[src/rtl/exu_defines.svh]
/*
  Width and address constants for the RV64 execute stage.
  The design is fixed at RV64 with 32 integer registers.
  Only three machine CSRs exist; every other CSR address
  reads as zero and ignores writes.
*/
`ifndef EXU_DEFINES_SVH
`define EXU_DEFINES_SVH

// data path width
`define XLEN 64

// register file address width
`define REG_AW 5

// csr address width and the implemented addresses
`define CSR_AW 12
`define CSR_MSCRATCH 12'h340
`define CSR_MEPC 12'h341
`define CSR_MTVEC 12'h305

`endif

[src/rtl/regFile.sv]
/*
  32 x XLEN integer register file, two async reads, one write.
  x0 reads as zero; writes to it are dropped here.
  All registers clear on reset.
*/
`timescale 1ns/100ps
`include "exu_defines.svh"

module regFile (
    input  logic               clk,
    input  logic               rstN,
    input  logic [`REG_AW-1:0] raddrA,
    input  logic [`REG_AW-1:0] raddrB,
    input  logic [`REG_AW-1:0] waddr,
    input  logic [`XLEN-1:0]   wdata,
    input  logic               we,
    output logic [`XLEN-1:0]   rdataA,
    output logic [`XLEN-1:0]   rdataB
);

    logic [`XLEN-1:0] regs [1:31];

    always_ff @(posedge clk or negedge rstN) begin
        if (!rstN) begin
            for (int i = 1; i < 32; i++) regs[i] <= '0;
        end else if (we && waddr != '0) begin
            regs[waddr] <= wdata;
        end
    end

    assign rdataA = (raddrA == '0) ? '0 : regs[raddrA];
    assign rdataB = (raddrB == '0) ? '0 : regs[raddrB];

endmodule

[config.mk]
export PLATFORM = sky130hd
export DESIGN_NAME = regFile
export DESIGN_NICKNAME = d
export VERILOG_FILES = /design/src/rtl/regFile.sv
export VERILOG_INCLUDE_DIRS = /design/src /design/src/rtl
export SDC_FILE = /design/constraint.sdc
export NUM_CORES = 2
export LEC_CHECK = 0
export CAP_MARGIN = 15
export CELL_PAD_IN_SITES_DETAIL_PLACEMENT = 1
export CELL_PAD_IN_SITES_GLOBAL_PLACEMENT = 2
export CORE_MARGIN = 1
export CORE_UTILIZATION = 43
export CTS_CLUSTER_SIZE = 40
export DETAILED_ROUTE_END_ITERATION = 12
export DONT_BUFFER_PORTS = 1
export PLACE_DENSITY = 0.81
export SLEW_MARGIN = 10
export SYNTH_ARGS = -nofsm -noshare
export SYNTH_HDL_FRONTEND = slang
export SYNTH_SLANG_ARGS = --single-unit
[constraint.sdc]
create_clock -name clk -period 1.7 [get_ports clk]
set_input_delay 0.085 -clock clk [delete_from_list [all_inputs] [get_ports clk]]
set_output_delay 0.085 -clock clk [all_outputs]
set_load 0.01 [all_outputs]
==> flow_summary.ini <==
[timing]
worst-slew-pin-transition_ns = 2.59
tns_ns = -427.62
timing.final.max_slew_violations = 1043
fin_ws_ns = -1.92
skew_ns = 0
setup_viol = 1599
hold_viol = 0
maxSlewHeadroom = -0.728
max_freq_ghz = 0.276
grt_setup_unrepaired = true
fin_crit_ns = 3.62
holdWs_ns = 0.0216
finalCritPeriodShare = 2.13

[critical_path]
cp.buffers_inverters = 2
reg2regPathDepth = 2
crit_family = multiplexers
start_kind = input port
r2r-start = regs[1917]
reg2reg_to = regs[1917]
worstPathCellList = mux4_2 -> mux2_2 -> a21oi_2 -> o211ai_1 -> buf_12 -> buf_12
cp_max_fo = 522
crit_path_frequent_cell = buf_12
cp.arrival_ns = 3.54
ff2ff_setup_slack_ns = 0.36
worstPathRequired_ns = 1.62
cpMaxStageDelayCell = mux4_2
slowest_delay_ns = 1.32
path_class = in -> out
crit_path_end_kind = primary output

[floorplan]
die_w_um = 500
pin_count = 210
rows = 182
die_h_um = 500
coreArea_um2 = 246000
start_util = 0.433
die-area_um2 = 250000

[global_route]
grt_max_degree = 523
grtUsageTotal = 0.301
first_global_vias = 79464
grt_overflow = 0
grt_pass1_wl_um = 556000
antenna_found_initial = 25

[synthesis]
netlist-cell-type-count = 44
async_reset_ff_frac = 1.00
synthTopCellsByArea = dfrtp_1, mux2_2, mux4_2
synth.net_count = 7531
netlist.area_leader.share = 0.465
synth_area_per_cell_um2 = 14.3
synth_largest_area_cell = dfrtp_1
syn_inst = 7449
synth_edf_count = 0
synth_area_um2 = 107000
synth_ff_type = dfrtp_1
ys_seq_area_frac = 0.465
ys.warnings.count = 0
synth-seq-cells = 1984

[cells_and_area]
finish.instance_area_um2 = 127000
regMostFlops = regs
finalNetCount = 7875
largest_registers = regs x1984
syn_to_final_growth_pct = 19.2
final_cells = 11297
layout-drive-gt1-share = 0.553
largest_reg_flops = 1984

[place]
dpl_cell_area_um2 = 116000
place.gp.congestion = 0.802
dp.cells = 10693
portBuffers = 0
dpl.hpwl_um = 208000

[pwr]
leakagePower_nw = 55.6
power.density_nw_per_um2 = 1150
total_power_mw = 146
ir_worst_vdd_mv = 0.861

[routing]
drtPass1Iterations = 5
vias_per_cell = 6.43
drtIter0Drc = 6300
drc = 0
drtAntennaViolNets = 0
wl_um = 378000
wl_per_cell_um = 33.4
vias = 72653

[clock_network]
insertion_delay_ns = 0.88
path_clk_slew_ns = 0.06
clockBufferDepth = 3
cts_tree = done
numCtsBuffers = 214
cts_root_buf = clkbuf_16
h-tree-depth = 4
clock_sinks = 1984

[outcome]
violations = slew limit, setup timing
outcome = finished with violations

[worst_hold_path]
hp-class = in -> async

[job]
cap_violations = 0
==> Yosys cell counts (6+ instances only) <==
master and n:
a211o_1 9, nand2b_1 8, mux2_4 6, o221ai_1 15, mux2_2 2178, buf_2 251
nand3_1 19, buf_4 41, mux4_2 748, dfrtp_1 1984, clkbuf_1 446, nor3_1 88
a22oi_1 75, a31oi_1 68, o21ai_0 105, nor2_2 7, o211ai_1 79, a221oi_1 119
a21o_1 9, buf_1 49, a21oi_1 121, nor2_1 98, or3_1 16, mux2i_1 458
a311oi_1 8, nand2_1 253, buf_6 15, nor2b_1 121, o32a_1 18, o22ai_1 9
==> worst min-delay path: stages <==
cell and delay [ns]:
clkbuf_2 0.07, dlygate4sd3_1 0.77, buf_6 0.35
==> layout by cell type, fill, tap and decap left out, types with 58 or more instances in the layout <==
cell type / netlist / layout
mux2_2: 2178 / 2138
dfrtp_1: 1984 / 1984
mux4_2: 748 / 748
buf_4: 41 / 558
mux2i_1: 458 / 440
nand2_1: 253 / 233
clkbuf_16: 0 / 232
buf_12: 0 / 197
a21oi_1: 121 / 100
nor2b_1: 121 / 84
a221oi_1: 119 / 80
o211ai_1: 79 / 79
nor2_1: 98 / 78
dlygate4sd3_1: 0 / 75
nor3_1: 88 / 74
a22oi_1: 75 / 72
a31oi_1: 68 / 58
==> stage by stage <==
stage                     utilization  worst slack, ns
after floorplan                     -          -0.0248
after global placement          0.470            -2.92
after detailed placement        0.470            -3.35
after CTS                       0.509            -1.20
after global routing            0.516            -1.33
final                           0.516            -1.92
==> power by group <==
group / leakage [nW] / switching, mW / internal, mW / total (mW)
clock: 3.66 / 20.4 / 29.0 / 49.4
sequential: 25.4 / 7.06 / 56.5 / 63.6
combinational: 26.6 / 12.5 / 20.9 / 33.4
total: 55.6 / 40.0 / 106 / 146
==> how the worst max path moves through the flow <==
stage / slack [ns] / endpoint / depth (start not counted) / startpoint
finish: -1.92 / rdataA[63] / 6 / raddrA[0]
global route: -1.33 / rdataA[63] / 6 / raddrA[0]
CTS: -1.20 / rdataB[56] / 6 / regs[312]
detailed placement: -3.35 / regs[492] / 7 / rstN
global placement: -2.92 / regs[364] / 4 / rstN
floorplan: -0.02 / rdataB[5] / 7 / raddrB[0]
==> metal layers <==
metal  wire length (µm)  track usage  vias up
met5                 82            0        -
met4              14800        0.120       12
met3              24700       0.0543      701
met2             180000        0.483     2674
met1             158000        0.404    40073
li1                   -            -    29193
==> what timing repair did <==
action                      CTS  global route
setup buffers                40            63
pin swaps                    69           100
hold buffers                 79             2
gates cloned                 14            10
hold endpoints to repair   2267           179
setup endpoints to repair  1813          1939
gates resized for setup     171           209
==> kinds of logic (layout without fill, tap and decap cells) <==
kind of cell           count (synthesis)  in the layout  synth area share
AO/OA/AOI/OAI                        651            651            0.0421
flip-flops                          1984           1984             0.465
buffers and inverters                803           1325            0.0337
AND/OR/NAND/NOR                      620            620            0.0269
other                                  0             14                 0
multiplexers                        3391           3391             0.432
==> layout make-up <==
class                   instances  area [µm²]
fillers                     23450      119000
inverters                       1        6.26
clock inverters                75         928
diodes                         14        35.0
well taps                    3312        4140
flip-flops and latches       1984       49600
repair buffers                930       10700
clock buffers                 319        6450
multi-input cells            4662       55200
No activity file was read; power rests on OpenSTA's default activity.
