[config.mk]
export PLATFORM = sky130hd
export DESIGN_NAME = exuCtrl
export DESIGN_NICKNAME = d
export VERILOG_FILES = /design/src/rtl/exu_pkg.sv /design/src/rtl/exuCtrl.sv
export VERILOG_INCLUDE_DIRS = /design/src /design/src/rtl
export SDC_FILE = /design/constraint.sdc
export NUM_CORES = 1
export LEC_CHECK = 0
export BUFFER_PORTS_ARGS = -buffer_cell sky130_fd_sc_hd__buf_2
export CAP_MARGIN = 20
export CORE_AREA = 2 2 224 226
export CTS_CLUSTER_DIAMETER = 40
export CTS_CLUSTER_SIZE = 12
export DETAILED_ROUTE_END_ITERATION = 10
export DIE_AREA = 0 0 226 228
export PLACE_DENSITY_LB_ADDON = 0.15
export SYNTH_ARGS = -nofsm -noshare
export SYNTH_HDL_FRONTEND = slang
export SYNTH_SLANG_ARGS = --single-unit
[constraint.sdc]
create_clock -name clk -period 34.9 [get_ports clk]
set_clock_uncertainty 0.05 [all_clocks]
set_input_delay 5.235 -clock clk [delete_from_list [all_inputs] [get_ports clk]]
set_output_delay 5.235 -clock clk [all_outputs]
set_load 0.02 [all_outputs]
[src/rtl/exu_defines.svh]
/*
  Width and address constants for the RV64 execute stage.
  The design is fixed at RV64 with 32 integer registers.
  Only three machine CSRs exist; every other CSR address
  reads as zero and ignores writes.
*/
`ifndef EXU_DEFINES_SVH
`define EXU_DEFINES_SVH

// data path width
`define XLEN 64

// register file address width
`define REG_AW 5

// csr address width and the implemented addresses
`define CSR_AW 12
`define CSR_MSCRATCH 12'h340
`define CSR_MEPC 12'h341
`define CSR_MTVEC 12'h305

`endif

[src/rtl/exu_pkg.sv]
/*
  Types shared by the execute stage RTL and its testbench.
  exuOp_t is the decoded bundle handed over by fetch/decode.
  CSR address comes from imm[11:0], so imm must carry it for CSR ops.
*/
`include "exu_defines.svh"

package exu_pkg;

    typedef enum logic [3:0] {
        aluAdd, aluSub, aluAnd, aluOr, aluXor, aluSll,
        aluSrl, aluSra, aluSlt, aluSltu, aluPassB
    } aluOp_e;

    typedef enum logic {srcARs1, srcAPc} srcA_e;
    typedef enum logic [1:0] {srcBRs2, srcBImm, srcBFour} srcB_e;

    typedef enum logic [2:0] {
        brNone, brJal, brJalr, brBeq, brBne, brBlt, brBge, brTrap
    } branch_e;

    typedef enum logic [1:0] {csrNone, csrRw, csrRs, csrRc} csrOp_e;
    typedef enum logic [1:0] {sysNone, sysEcall, sysMret} sysOp_e;

    // one decoded instruction
    typedef struct packed {
        logic [`XLEN-1:0]   pc;
        logic [`XLEN-1:0]   imm;
        logic [`REG_AW-1:0] rs1;
        logic [`REG_AW-1:0] rs2;
        logic [`REG_AW-1:0] rd;
        logic               regWen;
        aluOp_e             aluOp;
        srcA_e              srcA;
        srcB_e              srcB;
        branch_e            branch;
        csrOp_e             csrOp;
        sysOp_e             sysOp;
        logic               toCsrReg;
    } exuOp_t;

    typedef struct packed {
        logic [`XLEN-1:0] dnpc;
        logic [`XLEN-1:0] wbData;
    } exuResult_t;

    typedef enum logic [1:0] {stIdle, stExec, stDone} ctrlState_e;

endpackage

[src/rtl/exuCtrl.sv]
/*
  Four-phase req/ack control for the execute stage.
  One instruction at a time: latched in idle, committed on the
  exec-to-done edge, released when req drops.
  op must be stable while req is high and ack is low.
*/
`timescale 1ns/100ps

module exuCtrl import exu_pkg::*; (
    input  logic       clk,
    input  logic       rstN,
    input  logic       req,
    output logic       ack,
    input  exuOp_t     op,
    output exuOp_t     opReg,
    output logic       regWe,
    output logic       csrWe,
    input  exuResult_t resIn,
    output exuResult_t res
);

    ctrlState_e state;
    logic       commit;

    // exec lasts exactly one cycle
    assign commit = (state == stExec);
    assign regWe  = commit && opReg.regWen;
    assign csrWe  = commit && ((opReg.csrOp != csrNone) || (opReg.sysOp == sysEcall));
    assign ack    = (state == stDone);

    always_ff @(posedge clk or negedge rstN) begin
        if (!rstN) begin
            state <= stIdle;
        end else begin
            case (state)
                stIdle: if (req) state <= stExec;
                stExec: state <= stDone;
                stDone: if (!req) state <= stIdle;
                default: state <= stIdle;
            endcase
        end
    end

    // bundle held for the datapath until the next acceptance
    always_ff @(posedge clk) begin
        if (state == stIdle && req) begin
            opReg <= op;
        end
    end

    // result frozen through the ack phase
    always_ff @(posedge clk or negedge rstN) begin
        if (!rstN) begin
            res <= '0;
        end else if (commit) begin
            res <= resIn;
        end
    end

endmodule

==> impl_results.md <==
- Die X: 226 µm
- Sw Pwr: 0.000508 W
- Layout Cells excl Fill: 1791
- Post-cts sizing count: 0
- GPL Wtd Cong: 0.759
- CTS tree: built
- CP arrival: 1.89 ns
- Post-route ant nets: 0
- Status: finished, final reports clean
- FILL cells: 5002
- Total gr overflow: 0
- Total I/O pin count: 580
- Area grow syn2layout: 55.6%
- Dpl cells: 1683
- Number of max-cap violations: 0
- Final Power: 0.00155 W
- Nets: 1359
- Root buf cell: clkbuf_16
- PwrDens: 99.9 nW/µm²
- Yosys warns: 0
- Longest Clk Path Bufs: 3
- Part of the power in registers: 34.6%
- Clock share of power: 34.0%
- Wirelength, routed: 32200 µm
- Fmax: 0.139 GHz
- Initial antenna violation count: 14
- Vias in the first global route: 6673
- Site Rows: 82
- Clock slew seen by the registers of the worst setup and hold paths: 0.04 ns
- WHS Endpoint: res[22]
- H-tree depth: 2
- Vias per std cell: 3.59
- Syn Nets: 733
- Die area: 51500 µm²
- Distinct cells, synth: 16
- Num CTS Buffers: 56
- Clock Latency Late Sink: 0.56 ns
- Port bufs: 579
- Reg2Reg Launch Point: state[1]
- CTS Sinks: 289
- Multi-input logic area: 1840 µm²
- HP Class: register to register
- Crit path required time: 29.61 ns
- TritonRoute pass-1 iters: 4
- Logic pwr share: 31.3%
- Net Sw Frac: 32.7%
- Cell count after synthesis: 443
- Hold path cells: 1
- Starting Density: 20.3%
- DRT iter0 DRCs: 189
- Internal power: 0.00105 W
- Setup TNS: 0 ns
- GRT Resource Usage Total: 12.0%
- Reg2reg setup slack: 32.48 ns
- R2R depth: 3
- Slew margin rel.: 34.2%
- Finish-stage setup viols: 0
- Core area: 49300 µm²
- Hold Fails Final Rpt: 0
- Total setup buffers inserted after CTS: 0
- Final Cycle Share: 20.6%
- Most frequent cells in the layout: buf_2 (578), edfxtp_1 (159), dfrtp_1 (130)
- Pins Over Slew Limit: 0
- Post-Syn Area per Cell: 22.6 µm²
- Min-delay src: res[22]
- Reg2reg end: res[19]
- Maximum VDD drop: 0.0507 mV
- Synthesized area: 10000 µm²
- DR vias: 6433
- Setup Crit Path Kind: register to primary output
- Seq/Total Area, Yosys: 80.3%
- Die height: 228 µm
- First-pass GRT wire length: 45000 µm
- Final core utilization: 31.5%
- Largest net degree at the start of global routing: 160
- DP Wirelength: 24100 µm
- CP startpoint kind: register
- Yosys reg bits: 289
- RSZ-0062 raised after global routing: false
- Commonest non-fill, non-tap cell in the layout: buf_2
- DRC: 0
- Worst Max-Slew Pin Slew: 0.986 ns
- Static Leakage: 7.22 nW
- Wire per inst: 18.0 µm
- Fraction of layout cells with a size suffix above 1: 72.3%
- CP max FO: 42
- Register area: 8030 µm²
- Post-CTS Hold Buffers: 0
- Min Tclk post-route: 7.18 ns
- CP endpoint kind: primary output
-- flip-flops by register name, indices dropped and copies added, names as in the netlist --
register / flops
state: 2
res: 128
opReg: 159
-- worst max-delay path by stage --
stage / endpoint / start / cells past startpoint
3_3_place_gp: opReg[12] / req / 3
4_1_cts: csrWe / state[1] / 3
5_1_grt: csrWe / state[1] / 3
3_5_place_dp: opReg[85] / req / 3
6_report: csrWe / state[1] / 3
2_1_floorplan: opReg[0] / req / 1
-- synth_stat cells, drive strengths merged --
library cell / instances / area [µm²]
mux2: 128 / 1770
edfxtp: 159 / 4770
nor3b: 2 / 15.0
dfrtp: 130 / 3250
inv: 1 / 3.75
nor2b: 1 / 6.26
a21oi: 1 / 5.00
buf: 15 / 144
nand3b: 1 / 7.51
nand2: 1 / 3.75
nand2b: 2 / 12.5
nor2: 2 / 7.51
-- worst max-delay path, stage by stage (launching register included) --
cell and delay (ns):
dfrtp_1 0.42, nand2b_4 0.45, a21oi_1 0.24, buf_2 0.21
-- cells by family after synthesis --
group           count (synthesis)  share of synthesized area, %
flops                         289                          80.3
compound gates                  1                        0.0500
simple gates                    9                         0.525
buf+inv                        16                          1.48
mux                           128                          17.7
-- area by class of cell --
type	instances	area share (%)
sequential	289	51.6
timing repair buffer	583	18.9
multi-input combinational	138	11.8
clock buffer	75	10.3
tap	672	5.40
clock inverter	29	1.91
antenna	4	0.0643
inverter	1	0.0241
-- power groups by stage --
stage | logic (W) | registers, W | clock network, W
detailed placement | 0.000499 | 0.000541 | 0
finish | 0.000487 | 0.000538 | 0.000529
global placement | 0.000499 | 0.000543 | 0
CTS | 0.000498 | 0.000539 | 0.000546
floorplan | 0.000181 | 0.000702 | 0
global route | 0.000517 | 0.000553 | 0.000562
-- stage by stage --
stage                     instance area (µm²)  hold WS [ns]  setup WS, ns
after floorplan                         10000         0.409         17.37
after global placement                  13700         0.434         28.12
after detailed placement                13700         0.437         28.13
after CTS                               15500         0.449         27.60
after global routing                    15500         0.456         27.55
final                                   15600         0.446         27.72
-- layer usage --
layer	routed length (µm)	up-vias	part of all wire, %	GRT usage (%)
met5	46	-	0.14	0
met1	10600	3077	33	11.5
li1	-	2931	-	-
met4	940	6	2.9	4.08
met3	3400	69	11	5.37
met2	17200	350	53	22.6
(Power assumes the default switching activity.)
