[config.mk]
export PLATFORM = sky130hd
export DESIGN_NAME = nextPc
export DESIGN_NICKNAME = d
export VERILOG_FILES = /design/src/rtl/exu_pkg.sv /design/src/rtl/nextPc.sv
export VERILOG_INCLUDE_DIRS = /design/src /design/src/rtl
export SDC_FILE = /design/constraint.sdc
export NUM_CORES = 1
export LEC_CHECK = 0
export ABC_AREA = 1
export BUFFER_PORTS_ARGS = -buffer_cell sky130_fd_sc_hd__buf_2
export CORE_MARGIN = 2
export CORE_UTILIZATION = 50
export DETAILED_ROUTE_END_ITERATION = 8
export PLACE_DENSITY = 0.87
export SLEW_MARGIN = 20
export SYNTH_ARGS = -nofsm -noshare
export SYNTH_HDL_FRONTEND = slang
export SYNTH_SLANG_ARGS = --single-unit
[constraint.sdc]
create_clock -name vclk -period 9.3
set_input_delay 2.79 -clock vclk [all_inputs]
set_output_delay 2.79 -clock vclk [all_outputs]
set_load 0.01 [all_outputs]
[src/rtl/exu_defines.svh]
/*
  Width and address constants for the RV64 execute stage.
  The design is fixed at RV64 with 32 integer registers.
  Only three machine CSRs exist; every other CSR address
  reads as zero and ignores writes.
*/
`ifndef EXU_DEFINES_SVH
`define EXU_DEFINES_SVH

// data path width
`define XLEN 64

// register file address width
`define REG_AW 5

// csr address width and the implemented addresses
`define CSR_AW 12
`define CSR_MSCRATCH 12'h340
`define CSR_MEPC 12'h341
`define CSR_MTVEC 12'h305

`endif

[src/rtl/exu_pkg.sv]
/*
  Types shared by the execute stage RTL and its testbench.
  exuOp_t is the decoded bundle handed over by fetch/decode.
  CSR address comes from imm[11:0], so imm must carry it for CSR ops.
*/
`include "exu_defines.svh"

package exu_pkg;

    typedef enum logic [3:0] {
        aluAdd, aluSub, aluAnd, aluOr, aluXor, aluSll,
        aluSrl, aluSra, aluSlt, aluSltu, aluPassB
    } aluOp_e;

    typedef enum logic {srcARs1, srcAPc} srcA_e;
    typedef enum logic [1:0] {srcBRs2, srcBImm, srcBFour} srcB_e;

    typedef enum logic [2:0] {
        brNone, brJal, brJalr, brBeq, brBne, brBlt, brBge, brTrap
    } branch_e;

    typedef enum logic [1:0] {csrNone, csrRw, csrRs, csrRc} csrOp_e;
    typedef enum logic [1:0] {sysNone, sysEcall, sysMret} sysOp_e;

    // one decoded instruction
    typedef struct packed {
        logic [`XLEN-1:0]   pc;
        logic [`XLEN-1:0]   imm;
        logic [`REG_AW-1:0] rs1;
        logic [`REG_AW-1:0] rs2;
        logic [`REG_AW-1:0] rd;
        logic               regWen;
        aluOp_e             aluOp;
        srcA_e              srcA;
        srcB_e              srcB;
        branch_e            branch;
        csrOp_e             csrOp;
        sysOp_e             sysOp;
        logic               toCsrReg;
    } exuOp_t;

    typedef struct packed {
        logic [`XLEN-1:0] dnpc;
        logic [`XLEN-1:0] wbData;
    } exuResult_t;

    typedef enum logic [1:0] {stIdle, stExec, stDone} ctrlState_e;

endpackage

[src/rtl/nextPc.sv]
/*
  Next-pc selection, purely combinational.
  beq/bne expect aluOp sub (uses zero); blt/bge expect aluOp slt
  (uses bit 0 of the ALU result). jalr target has bit 0 cleared.
*/
`timescale 1ns/100ps
`include "exu_defines.svh"

module nextPc import exu_pkg::*; (
    input  exuOp_t           op,
    input  logic [`XLEN-1:0] rs1Val,
    input  logic [`XLEN-1:0] aluRes,
    input  logic             zero,
    input  logic [`XLEN-1:0] mepc,
    input  logic [`XLEN-1:0] mtvec,
    output logic [`XLEN-1:0] dnpc
);

    logic [`XLEN-1:0] seqPc;
    logic [`XLEN-1:0] relPc;
    logic [`XLEN-1:0] jalrSum;

    assign seqPc   = op.pc + `XLEN'd4;
    assign relPc   = op.pc + op.imm;
    assign jalrSum = rs1Val + op.imm;

    always_comb begin
        case (op.branch)
            brJal:   dnpc = relPc;
            brJalr:  dnpc = {jalrSum[`XLEN-1:1], 1'b0};
            brBeq:   dnpc = zero ? relPc : seqPc;
            brBne:   dnpc = zero ? seqPc : relPc;
            brBlt:   dnpc = aluRes[0] ? relPc : seqPc;
            brBge:   dnpc = aluRes[0] ? seqPc : relPc;
            brTrap: begin
                // ecall to handler, mret back to saved pc
                case (op.sysOp)
                    sysEcall: dnpc = mtvec;
                    sysMret:  dnpc = mepc;
                    default:  dnpc = seqPc;
                endcase
            end
            default: dnpc = seqPc;
        endcase
    end

endmodule

==> results.sh <==
export IMPL_status="complete, no violations"
export IMPL_vias=24700
export IMPL_die_area_mm2=0.0346
export IMPL_synth_nets=4127
export IMPL_switching_share=0.683
export IMPL_slew_viol_final=0
export IMPL_overflow=0
export IMPL_numSequentialCells=0
export IMPL_synth_compound_area_frac=0.142
export IMPL_path_cells="buf_2 > nand2_1 > inv_1 > nand2_1 > nor2_1 > nand2_1 > nor2_1 > nand3_1 > xor2_1 > nand2_1 > nand2_1 > inv_1 > nand3_1 > o21ai_0 > inv_1 > buf_2"
export IMPL_required_ns=6.51
export IMPL_drt_initial_drc_count=3342
export IMPL_rsz0062_at_grt="no"
export IMPL_initial_utilization=0.508
export IMPL_synth_xor_area_share=0.0143
export IMPL_die_y_um=186
export IMPL_fp_dieW_um=186
export IMPL_synth_cells=3581
export IMPL_routed_wl_um=90300
export IMPL_area_growth_pct=14.8
export IMPL_synthAdderAreaFrac=0.0991
export IMPL_antenna_found_initial=10
export IMPL_io_buffers=391
export IMPL_ios=480
export IMPL_grt_max_degree=48
export IMPL_remaining_drc_errors=0
export IMPL_wl_per_cell_um=20.6
export IMPL_synth_warnings=0
export IMPL_synth_mux_area_frac=0
export IMPL_cts_resized=0
export IMPL_leakage_uw=0.0120
export IMPL_post_cts_setup_buffer_count=0
export IMPL_cp_end_kind="output pin"
export IMPL_fmax_ghz=0.118
export IMPL_period_share=0.912
export IMPL_pwr_share_seq=0
export IMPL_net_switching_power_uw=836
export IMPL_nClkBuffers=0
export IMPL_cp_arrival_ns=5.69
export IMPL_core_mm2=0.0326
export IMPL_p_int_uw=388
export IMPL_hold_path_class="primary input to output pin"
export IMPL_cts_hold_buf=0
export IMPL_holdPathEnd="dnpc[0]"
export IMPL_max_cap_violations=0
export IMPL_hold_viol_final=0
export IMPL_yosys_area_share_simple=0.558
export IMPL_num_rows=66
export IMPL_finalSetupViolations=0
export IMPL_dpl_hpwl_um=78600
export IMPL_fin_crit_ns=8.48
export IMPL_min_from="op[95]"
export IMPL_drive_gt1_frac=0.117
export IMPL_finalPower_uw=1220
export IMPL_power_clock_fraction=0
export IMPL_p_per_area_mw_per_mm2=64.3
export IMPL_finalWorstSetupSlack_ns=0.819
export IMPL_timing_setup_tns_ns=0
export IMPL_relSlewSlack=0.283
export IMPL_crit_slowest_cell="nor2_1"
export IMPL_synth_top_family_by_area="simple AND/OR/NAND/NOR gates"
export IMPL_grt_pass1_vias=21400
export IMPL_dpl_worst_slack_ns=1.04
export IMPL_min_path_cells=4
export IMPL_firstDrtPassIters=6
export IMPL_avgSynthCellArea_um2=4.63
export IMPL_yosysSeqAreaShare=0
export IMPL_vdd_drop_max_mv=0.0277
export IMPL_combPwrFrac=1.000
export IMPL_worstPathMaxFanout=4
export IMPL_yosysUniqueCellTypes=52
export IMPL_avgViaCountPerCell=5.62
export IMPL_register_area_um2=0
export IMPL_path_common_cell="nand2_1"
export IMPL_antenna_left=0
export IMPL_critical_path_class="primary input to output pin"
export IMPL_cpPeakStageDelay_ns=0.52
export IMPL_synthesis_area_mm2=0.0166
export IMPL_startpoint_type="primary input"
export IMPL_grt_usage=0.502
export IMPL_worst_pin_slew_ns=1.08
export IMPL_grt_first_pass_wirelength_um=127000
export IMPL_fin_nets=4488
export IMPL_gp_congestion=1.14
==> worst max-delay path, delay by kind of cell <==
| kind | cells | cell delay [ns] |
|---|---|---|
| compound gates | 1 | 0.12 |
| xor+xnor | 1 | 0.50 |
| buf+inv | 5 | 0.58 |
| simple gates | 9 | 1.69 |
==> power by group through the flow <==
| stage | Combinational, µW | Clock, µW | Sequential, µW |
|---|---|---|---|
| after global placement | 1150 | 0 | 0 |
| after global routing | 1310 | 0.0000288 | 0 |
| after CTS | 1160 | 0 | 0 |
| after detailed placement | 1150 | 0 | 0 |
| final | 1220 | 0.000101 | 0 |
| after floorplan | 711 | 0 | 0 |
==> synth_stat cells (all sizes together) (27+ instances only) <==
cell type  number  area (µm²)
a21oi         166         831
nand3b         31         233
inv           765        2870
nand3         264        1330
ha            128        1600
nor2          303        1180
clkbuf         32         120
a22o           35         307
nand4          68         425
or2            27         169
nand2        1467        5510
nor3           54         307
o21ai          89         449
==> worst max-delay path by stage <==
stage,cells after the start,to,start,slack (ns)
6_report,16,dnpc[36],op[129],0.82
5_1_grt,13,dnpc[28],op[34],0.69
4_1_cts,16,dnpc[36],op[129],1.04
3_5_place_dp,16,dnpc[36],op[129],1.04
3_3_place_gp,13,dnpc[28],op[34],1.08
2_1_floorplan,7,dnpc[16],op[1],2.18
==> layout make-up <==
class	instances	area (µm²)
inverters	766	2880
repair buffers	408	2080
diodes	7	17.5
well taps	442	553
multi-input cells	2766	13500
fillers	3711	13600
==> stage by stage <==
step | hold slack, ns | util | std cells | area (µm²)
finish | 5.99 | 0.583 | 4389 | 19000
global route | 6.04 | 0.583 | 4384 | 19000
CTS | 5.99 | 0.583 | 4382 | 19000
detailed placement | 5.98 | 0.583 | 4382 | 19000
global placement | 6.00 | 0.583 | 4382 | 19000
floorplan | 5.65 | - | 3581 | 16600
==> layout by cell type, fill, tap and decap left out, types with 2 or more instances in the layout <==
| master | count |
|---|---|
| nor2_4 | 5 |
| buf_4 | 17 |
| buf_2 | 391 |
| inv_2 | 3 |
| nor3_1 | 47 |
| o211ai_1 | 10 |
| nor2_2 | 4 |
| nand2_2 | 3 |
| nor4_1 | 4 |
| a21o_1 | 5 |
| and2_1 | 7 |
| fa_1 | 2 |
| nor3b_1 | 2 |
| xnor2_1 | 9 |
| nor3_2 | 6 |
| o21ai_0 | 87 |
| nand2_1 | 1464 |
| o2111ai_1 | 24 |
| o21a_1 | 3 |
| nand3b_1 | 31 |
| o31ai_1 | 2 |
| a22oi_1 | 3 |
| a221o_1 | 23 |
| o21bai_1 | 13 |
| ha_2 | 2 |
| nor2_1 | 294 |
| a21oi_1 | 166 |
| inv_1 | 762 |
| ha_1 | 126 |
| a22o_1 | 35 |
| or2_2 | 25 |
| nand4_1 | 68 |
| diode_2 | 7 |
| xor2_1 | 18 |
| nand3_1 | 263 |
==> metal layers <==
metal  vias up  GRT usage  wire length (µm)
met5         -          0                69
met4        10      0.280              6240
met3       339      0.179             14700
met2      1630      0.733             35500
met1     10800      0.635             33800
li1      11900          -                 -
==> cells by family after synthesis <==
group / count (synthesis)
compound gates: 380
xor+xnor: 27
fa+ha+maj: 130
buf+inv: 815
simple gates: 2229
Note: power is estimated with default switching activity, not from simulation.
