### src/rtl/exu_defines.svh
/*
  Width and address constants for the RV64 execute stage.
  The design is fixed at RV64 with 32 integer registers.
  Only three machine CSRs exist; every other CSR address
  reads as zero and ignores writes.
*/
`ifndef EXU_DEFINES_SVH
`define EXU_DEFINES_SVH

// data path width
`define XLEN 64

// register file address width
`define REG_AW 5

// csr address width and the implemented addresses
`define CSR_AW 12
`define CSR_MSCRATCH 12'h340
`define CSR_MEPC 12'h341
`define CSR_MTVEC 12'h305

`endif

### src/rtl/exu_pkg.sv
/*
  Types shared by the execute stage RTL and its testbench.
  exuOp_t is the decoded bundle handed over by fetch/decode.
  CSR address comes from imm[11:0], so imm must carry it for CSR ops.
*/
`include "exu_defines.svh"

package exu_pkg;

    typedef enum logic [3:0] {
        aluAdd, aluSub, aluAnd, aluOr, aluXor, aluSll,
        aluSrl, aluSra, aluSlt, aluSltu, aluPassB
    } aluOp_e;

    typedef enum logic {srcARs1, srcAPc} srcA_e;
    typedef enum logic [1:0] {srcBRs2, srcBImm, srcBFour} srcB_e;

    typedef enum logic [2:0] {
        brNone, brJal, brJalr, brBeq, brBne, brBlt, brBge, brTrap
    } branch_e;

    typedef enum logic [1:0] {csrNone, csrRw, csrRs, csrRc} csrOp_e;
    typedef enum logic [1:0] {sysNone, sysEcall, sysMret} sysOp_e;

    // one decoded instruction
    typedef struct packed {
        logic [`XLEN-1:0]   pc;
        logic [`XLEN-1:0]   imm;
        logic [`REG_AW-1:0] rs1;
        logic [`REG_AW-1:0] rs2;
        logic [`REG_AW-1:0] rd;
        logic               regWen;
        aluOp_e             aluOp;
        srcA_e              srcA;
        srcB_e              srcB;
        branch_e            branch;
        csrOp_e             csrOp;
        sysOp_e             sysOp;
        logic               toCsrReg;
    } exuOp_t;

    typedef struct packed {
        logic [`XLEN-1:0] dnpc;
        logic [`XLEN-1:0] wbData;
    } exuResult_t;

    typedef enum logic [1:0] {stIdle, stExec, stDone} ctrlState_e;

endpackage

### src/rtl/csrUnit.sv
/*
  Machine CSR file: mscratch, mepc and mtvec only.
  Address is imm[11:0]; other addresses read zero, writes ignored.
  On ecall the write strobe stores pc into mepc instead of a CSR op.
  mret does not touch any CSR.
*/
`timescale 1ns/100ps
`include "exu_defines.svh"

module csrUnit import exu_pkg::*; (
    input  logic             clk,
    input  logic             rstN,
    input  exuOp_t           op,
    input  logic [`XLEN-1:0] rs1Val,
    input  logic             we,
    output logic [`XLEN-1:0] csrOld,
    output logic [`XLEN-1:0] mepc,
    output logic [`XLEN-1:0] mtvec
);

    logic [`CSR_AW-1:0] addr;
    logic [`XLEN-1:0]   mscratch;
    logic [`XLEN-1:0]   newVal;

    assign addr = op.imm[`CSR_AW-1:0];

    always_comb begin
        case (addr)
            `CSR_MSCRATCH: csrOld = mscratch;
            `CSR_MEPC:     csrOld = mepc;
            `CSR_MTVEC:    csrOld = mtvec;
            default:       csrOld = '0;
        endcase
    end

    // read-modify-write value
    always_comb begin
        case (op.csrOp)
            csrRw:   newVal = rs1Val;
            csrRs:   newVal = csrOld | rs1Val;
            csrRc:   newVal = csrOld & ~rs1Val;
            default: newVal = csrOld;
        endcase
    end

    always_ff @(posedge clk or negedge rstN) begin
        if (!rstN) begin
            mscratch <= '0;
            mepc     <= '0;
            mtvec    <= '0;
        end else if (we) begin
            if (op.sysOp == sysEcall) begin
                mepc <= op.pc;
            end else begin
                case (addr)
                    `CSR_MSCRATCH: mscratch <= newVal;
                    `CSR_MEPC:     mepc     <= newVal;
                    `CSR_MTVEC:    mtvec    <= newVal;
                    default:       ;
                endcase
            end
        end
    end

endmodule

### config.mk
export PLATFORM = sky130hd
export DESIGN_NAME = csrUnit
export DESIGN_NICKNAME = d
export VERILOG_FILES = /design/src/rtl/exu_pkg.sv /design/src/rtl/csrUnit.sv
export VERILOG_INCLUDE_DIRS = /design/src /design/src/rtl
export SDC_FILE = /design/constraint.sdc
export NUM_CORES = 1
export LEC_CHECK = 0
export ABC_AREA = 1
export BUFFER_PORTS_ARGS = -buffer_cell sky130_fd_sc_hd__buf_2
export CORE_AREA = 3 3 162 164
export DETAILED_ROUTE_END_ITERATION = 10
export DIE_AREA = 0 0 165 167
export PLACE_DENSITY_LB_ADDON = 0.1
export SLEW_MARGIN = 20
export SYNTH_ARGS = -nofsm -noshare
export SYNTH_HDL_FRONTEND = slang
export SYNTH_SLANG_ARGS = --single-unit
### constraint.sdc
create_clock -name clk -period 1.4 [get_ports clk]
set_input_delay 0.28 -clock clk [delete_from_list [all_inputs] [get_ports clk]]
set_output_delay 0.28 -clock clk [all_outputs]
set_load 0.005 [all_outputs]
==> results by group, run 1 <==
Run status
  • Outcome: finished with violations
  • Failing checks: negative setup slack

Timing
  • RSZ-0062 raised after global routing: yes
  • Final hold viol count: 0
  • Slew headroom: 71.21%
  • Fin crit share: 132.7%
  • Least-Margin Pin Slew: 0.4319 ns
  • Hold WS: 0.1620 ns
  • Slew Limit Fails: 0
  • Post-Route Skew: 0.009934 ns
  • Final WS setup: -0.4577 ns
  • Finish-stage setup viols: 140
  • Tmin final: 1.858 ns
  • Fmax: 0.5383 GHz

Setup path
  • CP Buf/Inv Count: 6
  • Max incr delay on CP: 0.24 ns
  • Worst EP arrival: 1.58 ns
  • CP Capture Type: output pin
  • Crit-path cells: buf_6 -> inv_2 -> nand2_4 -> inv_4 -> nand2_4 -> nor2_4 -> buf_12 -> buf_12 -> nand3_1 -> nand3_2 -> buf_2
  • Worst setup path class: input pin to output pin
  • CP max stage cell: nor2_4
  • Top delay family on crit path: buffers and inverters
  • Startpoint types: input pin
  • Critical path peak fanout: 6
  • Critical Path RT: 1.12 ns

Placement
  • Inst Count DP: 2267
  • Dpl hpwl: 27880 um
  • DP Worst Slack: -0.5007 ns
  • Port buffer count: 338
  • Dpl cell area: 13760 sq um
  • Placer Congestion: 0.8663

Floorplanning
  • Starting Density: 44.26%
  • Die height: 167 um
  • I/O pins: 418
  • DIE AREA: 27560 sq um
  • Chip Width: 165 um
  • Core box area: 25040 sq um
  • FP Rows: 58

Clocking
  • Num CTS Buffers: 17
  • Worst-Skew Late Latency: 0.44 ns
  • H-Tree Depth: 4
  • CTS clk-pin slew, worst paths: 0.08 ns
  • CTS sink cnt: 192
  • Root buffer cell: clkbuf_16
  • Max clock buf depth: 2
  • TritonCTS clock tree: done

Logic synthesis
  • Sequential area share after synthesis: 43.36%
  • Multiplexer share of the synthesized area: 0%
  • Ys flop type: dfrtp_1
  • Area fraction of the dominant cell type after synthesis: 43.36%
  • Synth Area in Adders: 0%
  • Syn_area_per_cell: 6.803 sq um
  • Largest family of logic cells by synthesized area: simple AND/OR/NAND/NOR gates
  • Count leader, synth: nand2_1
  • Synth Area in Compound Gates: 2.890%
  • Main area contributors after synthesis: dfrtp_1 43%, nand2_1 26%, nand3_1 13%
  • Synth unique cells: 16
  • Simple-gate area share of the yosys netlist: 47.57%
  • Yosys synthesis warning count: 0
  • Post-synth EDFFs: 0
  • Async SR Flop Fraction: 100.0%
  • Commonest cells post-synth: 779 x nand2_1, 285 x nand3_1, 192 x dfrtp_1
  • Seq cells post-synth: 192
  • Syn nets: 1855
  • Cell taking the most area after synthesis: dfrtp_1
  • XOR/XNOR Fraction of Synth Area: 0%
  • Post-Syn Area: 11080 sq um
  • Synth Instances: 1629

Global routing
  • Initial antenna violation count: 0
  • Number of global-route vias before repair: 12500
  • Tot GR Track Use: 30.25%
  • Largest net degree at the start of global routing: 43
  • Global route total overflow: 0
  • First-pass GRT wire length: 66190 um

Route
  • Post-route ant nets: 0
  • WL per Instance: 19.19 um
  • Starting DRT DRC Count: 1485
  • DR vias: 13092
  • Total Routed Length: 45590 um
  • Initial DRT Pass Iterations: 5
  • Routed vias/inst: 5.512
  • # DRC: 0

Flow run
  • MaxCap Viol Count: 0

Final layout
  • Design Area, Final: 16540 sq um
  • Final Net Count: 2257
  • Area growth syn-to-layout: 49.23%
  • Share of cells above drive strength 1: 36.56%
  • Finished Layout Cells: 2375

Power and ir drop
  • Pleak: 0.009597 uW
  • Tot Pwr: 13090 uW
  • Pwr dens: 791.5 nW/um^2
  • VDD IR max: 521.2 uV

Min path
  • Worst min-delay path category: input pin to flip-flop
-- per-stage QoR --
stage	TNS, ns	util (%)
2_1_floorplan	0	-
3_3_place_gp	-99.62	54.95
3_5_place_dp	-104.99	54.95
4_1_cts	-23.35	61.19
5_1_grt	-41.54	66.03
6_report	-35.96	66.05
-- path summary, 6_finish.rpt --
kind                         startpoint           end  slack (ns)  cells after the start
max                              op[32]    csrOld[15]       -0.46                     11
min                             op[102]       mepc[7]        0.16                      5
max reg2reg                     mepc[4]       mepc[4]       -0.18                     11
min reg2reg                mscratch[45]  mscratch[45]        0.49                      2
max in group asynchronous          rstN       mepc[1]        0.45                      3
min in group asynchronous          rstN      mepc[40]        0.35                      2
-- cell usage in the layout (no fill, tap or decap) --
cell type,netlist,routed
or2_4,0,1
buf_16,0,11
clkinvlp_4,0,1
inv_8,0,5
dfrtp_1,192,192
o21ai_0,64,64
clkinv_2,0,2
buf_6,12,34
clkinv_8,0,2
buf_2,50,322
nand3_2,37,137
nand3_4,0,14
nor2_2,3,2
nor2_1,137,131
clkbuf_8,0,1
nand2_4,0,6
nand2_2,0,40
buf_4,12,58
nor2_4,1,8
buf_8,0,6
clkbuf_16,0,31
inv_2,4,5
nand3_1,285,171
inv_6,0,3
dlygate4sd3_1,0,1
inv_1,10,4
diode_2,0,2
inv_4,0,4
clkinv_4,0,4
nand2_1,779,733
buf_12,0,50
-- worst register-to-register path: stages (launching register included) --
cell and delay [ns]:
dfrtp_1 0.40, nand3_1 0.10, nand3_2 0.10, buf_4 0.14
buf_4 0.12, buf_4 0.12, buf_4 0.12, buf_4 0.13
nand2_4 0.07, nand3_2 0.07, nand2_1 0.07, nand2_1 0.05
-- layer usage --
metal,GRT usage (%),share of wire [%]
met1,40.76,41
met4,11.05,2.8
met2,49.03,48
met5,0,0
met3,4.900,8.2
-- final cells by class --
class	instances	area [sq um]
fill	2203	8499
multi-input combinational	1307	6465
sequential	192	4805
timing repair buffer	497	4198
clock buffer	17	425.4
tap	330	412.9
clock inverter	14	123.9
inverter	15	91.34
timing repair inverter	1	11.26
antenna	2	5.005
-- kinds of logic (layout without fill, tap and decap cells) --
group,Yosys count,after routing
compound gates,64,64
flops,192,192
simple gates,1243,1243
buf+inv,130,544
other cells,0,2
-- sequential cells by signal (all words and copies together) (netlist names) --
signal / count
mepc: 64
mscratch: 64
mtvec: 64
-- repair_timing --
action	in CTS	in global routing
pin swaps	67	68
gates cloned	10	20
buffers inserted	31	15
hold buffers	1	0
endpoints found under the setup margin	128	197
gates resized for setup	97	160
endpoints found under the hold margin	35	0
-- where the power goes --
group / total (uW) / internal (uW) / switching [uW] / leakage (uW)
Combinational: 2140 / 916 / 1230 / 0.00672
Sequential: 6190 / 5870 / 322 / 0.00260
Clock: 4750 / 2340 / 2410 / 0.000272
Total: 13100 / 9130 / 3960 / 0.00960
No activity file was read; power rests on OpenSTA's default activity.
==> inputs of run 2 (changes only) <==
CORE_AREA = 2 2 161 163   (was 3 3 162 164)
DIE_AREA = 0 0 163 165   (was 0 0 165 167)
==> results by group, run 2 (synthesized netlist as in run 1, its figures left out) <==
Min path
  • Min-Delay Endpoint: mepc[7]
  • Hold depth: 5 (unchanged)
  • Hold wc startpoint: rs1Val[7]
  • Worst min-delay path category: input pin to flip-flop

Clocking
  • CTS sink cnt: 192 (unchanged)
  • Num CTS Buffers: 17 (unchanged)
  • Max clock buf depth: 2 (unchanged)
  • TritonCTS clock tree: done
  • H-Tree Depth: 4 (unchanged)
  • Worst-Skew Late Latency: 0.44 ns (about the same)
  • CTS clk-pin slew, worst paths: 0.09 ns (about the same)
  • Root buffer cell: clkbuf_16

Timing
  • Hold WS: 0.1769 ns (+0.01484 ns)
  • Final WS setup: -0.3614 ns (+0.09622 ns)
  • Slew headroom: 68.69% (-2.5 points)
  • TNS Setup: -37.59 ns (-1.630 ns)
  • Slew Limit Fails: 0 (unchanged)
  • Post-Route Skew: 0.01744 ns (+0.007502 ns)
  • Tmin final: 1.761 ns (-0.09622 ns)
  • Fmax: 0.5677 GHz (+5.5%)
  • RSZ-0062 raised after global routing: yes
  • Final hold viol count: 0 (unchanged)
  • Fin crit share: 125.8% (-6.9 points)
  • Finish-stage setup viols: 193 (+38%)
  • Least-Margin Pin Slew: 0.4679 ns (+0.03593 ns)

Final layout
  • Fill cells: 2095 (-4.9%)
  • Finished Layout Cells: 2363 (-0.51%)
  • Commonest non-fill, non-tap cells in the layout: 741 x nand2_1, 325 x buf_2, 192 x dfrtp_1
  • Commonest non-fill, non-tap cell in the layout: nand2_1
  • Share of cells above drive strength 1: 38.77% (+2.2 points)
  • Final Net Count: 2243 (-0.62%)
  • Area growth syn-to-layout: 52.94%
  • Largest registers: mepc x64, mscratch x64, mtvec x64

Global routing
  • First-pass GRT wire length: 62200 um (-6.0%)
  • Initial antenna violation count: 2 (+2)
  • Number of global-route vias before repair: 11639 (-6.9%)
  • Tot GR Track Use: 29.41% (-0.84 points)
  • Largest net degree at the start of global routing: 74 (+72%)
  • Global route total overflow: 0 (unchanged)

Floorplanning
  • Die height: 165 um (-1.2%)
  • Core box area: 25040 sq um (unchanged)
  • FP Rows: 58 (unchanged)
  • Chip Width: 163 um (-1.2%)
  • I/O pins: 418 (unchanged)
  • Starting Density: 44.26% (unchanged)
  • DIE AREA: 26900 sq um (-2.4%)

Run status
  • Failing checks: negative setup slack
  • Outcome: finished with violations

Route
  • Post-route ant nets: 0 (unchanged)
  • WL met2: 21690 um (-1.0%)
  • Initial DRT Pass Iterations: 5 (unchanged)
  • WL met3: 3865 um (+4.0%)
  • DR vias: 13114 (+0.17%)
  • Total Routed Length: 45830 um (+0.53%)
  • Met1 wire length: 18660 um (about the same)
  • Routed vias/inst: 5.550 (+0.68%)
  • # DRC: 0 (unchanged)
  • WL per Instance: 19.39 um (+1.0%)
  • Top sig layer: met4
  • Starting DRT DRC Count: 1246 (-16%)

Power and ir drop
  • VDD IR max: 624.8 uV (+20%)
  • Tot Pwr: 13570 uW (+3.7%)
  • Pleak: 0.009601 uW (about the same)
  • Pwr dens: 800.8 nW/um^2 (+1.2%)

Setup path
  • CP Capture Type: output pin
  • Crit-path cells: buf_6 -> or2_4 -> nor2_4 -> buf_12 -> clkbuf_16 -> nand3_1 -> nand3_2 -> buf_6
  • Worst EP arrival: 1.48 ns (-0.10 ns)
  • Top delay family on crit path: simple AND/OR/NAND/NOR gates
  • R2r worst-path depth: 10 (-1)
  • Reg2reg end: mscratch[32]
  • Worst setup path class: input pin to output pin
  • Reg-to-reg startpoint: mtvec[32]
  • CP Buf/Inv Count: 4 (-2)
  • CP max stage cell: or2_4
  • Critical Path RT: 1.12 ns (about the same)
  • Critical path peak fanout: 9 (+3)
  • CP most frequent cell: buf_6
  • Startpoint types: input pin
  • Max incr delay on CP: 0.25 ns (about the same)
  • Reg2Reg Setup Slack: -0.03 ns (+0.15 ns)

Placement
  • Dpl hpwl: 27080 um (-2.9%)
  • Placer Congestion: 0.8402 (-3.0%)
  • Inst Count DP: 2259 (-0.35%)
  • Port buffer count: 338 (unchanged)

Flow run
  • MaxCap Viol Count: 0 (unchanged)
[run 2: area by class of cell]
class	instances	area, sq um	area share, %
multi-input combinational	1309	6975	41.16
antenna	3	7.507	0.04429
clock inverter	15	170.2	1.004
timing repair buffer	482	4094	24.15
inverter	15	58.81	0.3470
sequential	192	4805	28.35
tap	330	412.9	2.436
clock buffer	17	425.4	2.510
[run 2: worst max path at each step]
stage                 from  cells past startpoint      endpoint
floorplan           op[42]                      9  mscratch[10]
global placement    op[42]                     12      mepc[45]
detailed placement  op[32]                     10    csrOld[53]
CTS                 op[32]                     11    csrOld[23]
global route        op[37]                     11    csrOld[53]
finish              op[32]                      8    csrOld[62]
[run 2: worst register-to-register path, delay by kind of cell, from the launching register on]
| kind | cells | cell delay [ns] |
|---|---|---|
| buf+inv | 4 | 0.49 |
| flops | 1 | 0.43 |
| simple gates | 6 | 0.41 |
[run 2: power breakdown]
part	switching (uW)	internal (uW)
Clock	2420	2550
Combinational	1350	1000
Sequential	372	5870
[run 2: metrics by stage]
step / instance area (sq um) / util, % / setup slack, ns
3_3_place_gp: 13620 / 54.41 / -0.3820
2_1_floorplan: 11080 / - / 0.002866
6_report: 16950 / 67.70 / -0.3614
3_5_place_dp: 13620 / 54.41 / -0.3927
4_1_cts: 14610 / 58.37 / -0.3111
5_1_grt: 16940 / 67.68 / -0.3986
[run 2: metal layers]
metal	vias to the layer above	GRT usage (%)
li1	6001	-
met5	-	0
met4	0	9.010
met3	116	4.345
met1	6237	39.25
met2	760	49.61
[run 2: what timing repair did]
item / CTS / global route
hold buffers: 1 / 0
setup endpoints to repair: 64 / 251
pin swaps: 3 / 98
gates cloned: 3 / 41
gates resized for setup: 53 / 311
hold endpoints to repair: 29 / 0
buffers inserted: 12 / 13
==> inputs of run 3 (changes only) <==
==> constraint.sdc (replaced) <==
create_clock -name clk -period 1.4 [get_ports clk]
set_input_delay 0 -clock clk [delete_from_list [all_inputs] [get_ports clk]]
set_output_delay 0 -clock clk [all_outputs]
set_load 0.005 [all_outputs]
==> results by group, run 3 (synthesized netlist as in run 1, its figures left out) <==
Global routing
  • First-pass GRT wire length: 65060 um (+4.6%)
  • Largest net degree at the start of global routing: 62 (-16%)
  • GR Layer Usage met3: 4.972% (+0.63 points)
  • Global route total overflow: 0 (unchanged)
  • M2 GR Usage: 49.83% (+0.21 points)
  • Tot GR Track Use: 30.62% (+1.2 points)
  • Busiest layer in global routing: met2
  • Initial antenna violation count: 1 (-1)
  • Number of global-route vias before repair: 12215 (+4.9%)
  • GR Layer Usage met1: 41.25% (+2.0 points)

Floorplanning
  • Core box area: 25040 sq um (unchanged)
  • DIE AREA: 26900 sq um (unchanged)
  • I/O pins: 418 (unchanged)
  • FP Rows: 58 (unchanged)
  • Starting Density: 44.26% (unchanged)
  • Chip Width: 163 um (unchanged)
  • Die height: 165 um (unchanged)

Power and ir drop
  • VDD IR max: 591.0 uV (-5.4%)
  • Switch share: 29.66% (-0.92 points)
  • Logic gate share of total power: 17.3% (about the same)
  • Switch Pwr: 3963 uW (-4.5%)
  • P_int: 9397 uW (-0.27%)
  • Part of the power in the clock network: 36.5% (-0.2 points)
  • Sequential fraction of design power: 46.2% (+0.2 points)
  • Tot Pwr: 13360 uW (-1.6%)
  • Pwr dens: 837.4 nW/um^2 (+4.6%)
  • Pleak: 0.009528 uW (-0.76%)

Route
  • Initial DRT Pass Iterations: 5 (unchanged)
  • Starting DRT DRC Count: 1028 (-17%)
  • Post-route ant nets: 0 (unchanged)
  • Routed vias/inst: 5.255 (-5.3%)
  • Total Routed Length: 41960 um (-8.4%)
  • WL per Instance: 16.99 um (-12%)
  • DR vias: 12974 (-1.1%)
  • # DRC: 0 (unchanged)

Setup path
  • Critical Path RT: 1.40 ns (+0.28 ns)
  • CP Capture Type: output pin
  • Worst EP arrival: 1.34 ns (-0.14 ns)
  • Startpoint types: flip-flop
  • Worst setup path class: flip-flop to output pin
  • Reg2Reg Setup Slack: 0.36 ns (+0.39 ns)
  • Critical path peak fanout: 3 (-6)

Min path
  • Worst min-delay path category: input pin to async pin

Timing
  • Fin crit share: 95.61% (-30 points)
  • Slew headroom: 65.26% (-3.4 points)
  • TNS Setup: 0 ns (+37.59 ns)
  • Post-Route Skew: 0.01378 ns (-0.003652 ns)
  • Slew Limit Fails: 0 (unchanged)
  • Hold WS: 0.1030 ns (-0.07388 ns)
  • Least-Margin Pin Slew: 0.5211 ns (+0.05320 ns)
  • Finish-stage setup viols: 0 (-100%)
  • Final hold viol count: 0 (unchanged)
  • Fmax: 0.7471 GHz (+32%)
  • Tmin final: 1.339 ns (-0.4229 ns)

Run status
  • Outcome: finished, final reports clean

Clocking
  • Root buffer cell: clkbuf_16
  • Num CTS Buffers: 17 (unchanged)
  • CTS sink cnt: 192 (unchanged)
  • TritonCTS clock tree: done
  • CTS clk-pin slew, worst paths: 0.08 ns (about the same)
  • H-Tree Depth: 4 (unchanged)
  • Worst-Skew Late Latency: 0.44 ns (about the same)
  • Max clock buf depth: 2 (unchanged)

Final layout
  • Area growth syn-to-layout: 43.97%
  • Largest registers: mepc x64, mscratch x64, mtvec x64
  • Commonest non-fill, non-tap cell in the layout: nand2_1
  • Fin util: 63.72% (-4.0 points)
  • Share of cells above drive strength 1: 25.87% (-13 points)
  • Final Net Count: 2352 (+4.9%)
  • Commonest non-fill, non-tap cells in the layout: 775 x nand2_1, 337 x buf_2, 282 x nand3_1

Placement
  • Placer Congestion: 0.8579 (+2.1%)
  • Dpl hpwl: 26040 um (-3.8%)
  • Port buffer count: 338 (unchanged)

Flow run
  • MaxCap Viol Count: 0 (unchanged)
==> run 3: stage by stage <==
stage | cells | setup WS, ns | area (sq um)
6_report | 2469 | 0.06142 | 15950
4_1_cts | 2455 | 0.004888 | 15740
3_5_place_dp | 2295 | -0.1843 | 13880
5_1_grt | 2469 | -0.002094 | 15950
2_1_floorplan | 1629 | 0.2829 | 11080
3_3_place_gp | 2295 | -0.1508 | 13880
==> run 3: per-layer routing <==
metal,vias up,wire (um)
met1,6072,17700
met4,0,1243
met5,-,0
met2,609,19820
met3,87,3197
li1,6206,-
==> run 3: worst max-delay path, cell delays in order, from the launching register on <==
cell and delay (ns):
dfrtp_1 0.43, nand3_1 0.10, nand3_1 0.11, buf_4 0.15, buf_2 0.11
==> run 3: worst paths after layout <==
kind / startpoint / end / depth (start not counted)
worst max-delay path: mepc[21] / csrOld[21] / 4
worst min-delay path: rstN / mepc[39] / 2
worst max register to register: mepc[17] / mscratch[17] / 6
worst min register to register: mscratch[48] / mscratch[48] / 2
max in group asynchronous: rstN / mscratch[46] / 3
min in group clk: we / mepc[8] / 5
==> run 3: power groups by stage <==
stage / clock, uW / combinational (uW) / sequential, uW
floorplan: 0 / 846 / 6240
global placement: 0 / 1920 / 6280
detailed placement: 0 / 1950 / 6280
CTS: 4940 / 2230 / 6180
global route: 5190 / 2560 / 6210
finish: 4880 / 2310 / 6170
==> run 3: repair_timing <==
action                     in CTS  in global routing
setup endpoints to repair       0                 54
setup buffers                   0                  9
hold endpoints to repair      374                  0
hold buffers                  129                  0
resized for setup               0                 11
==> run 3: cell type report <==
cell class              count  area (sq um)
fillers                  2210          9082
multi-input cells        1307          5654
flip-flops and latches    192          4805
repair buffers            593          4454
clock buffers              19         452.9
well taps                 330         412.9
clock inverters            12         113.9
inverters                  15         58.81
diodes                      1         2.502
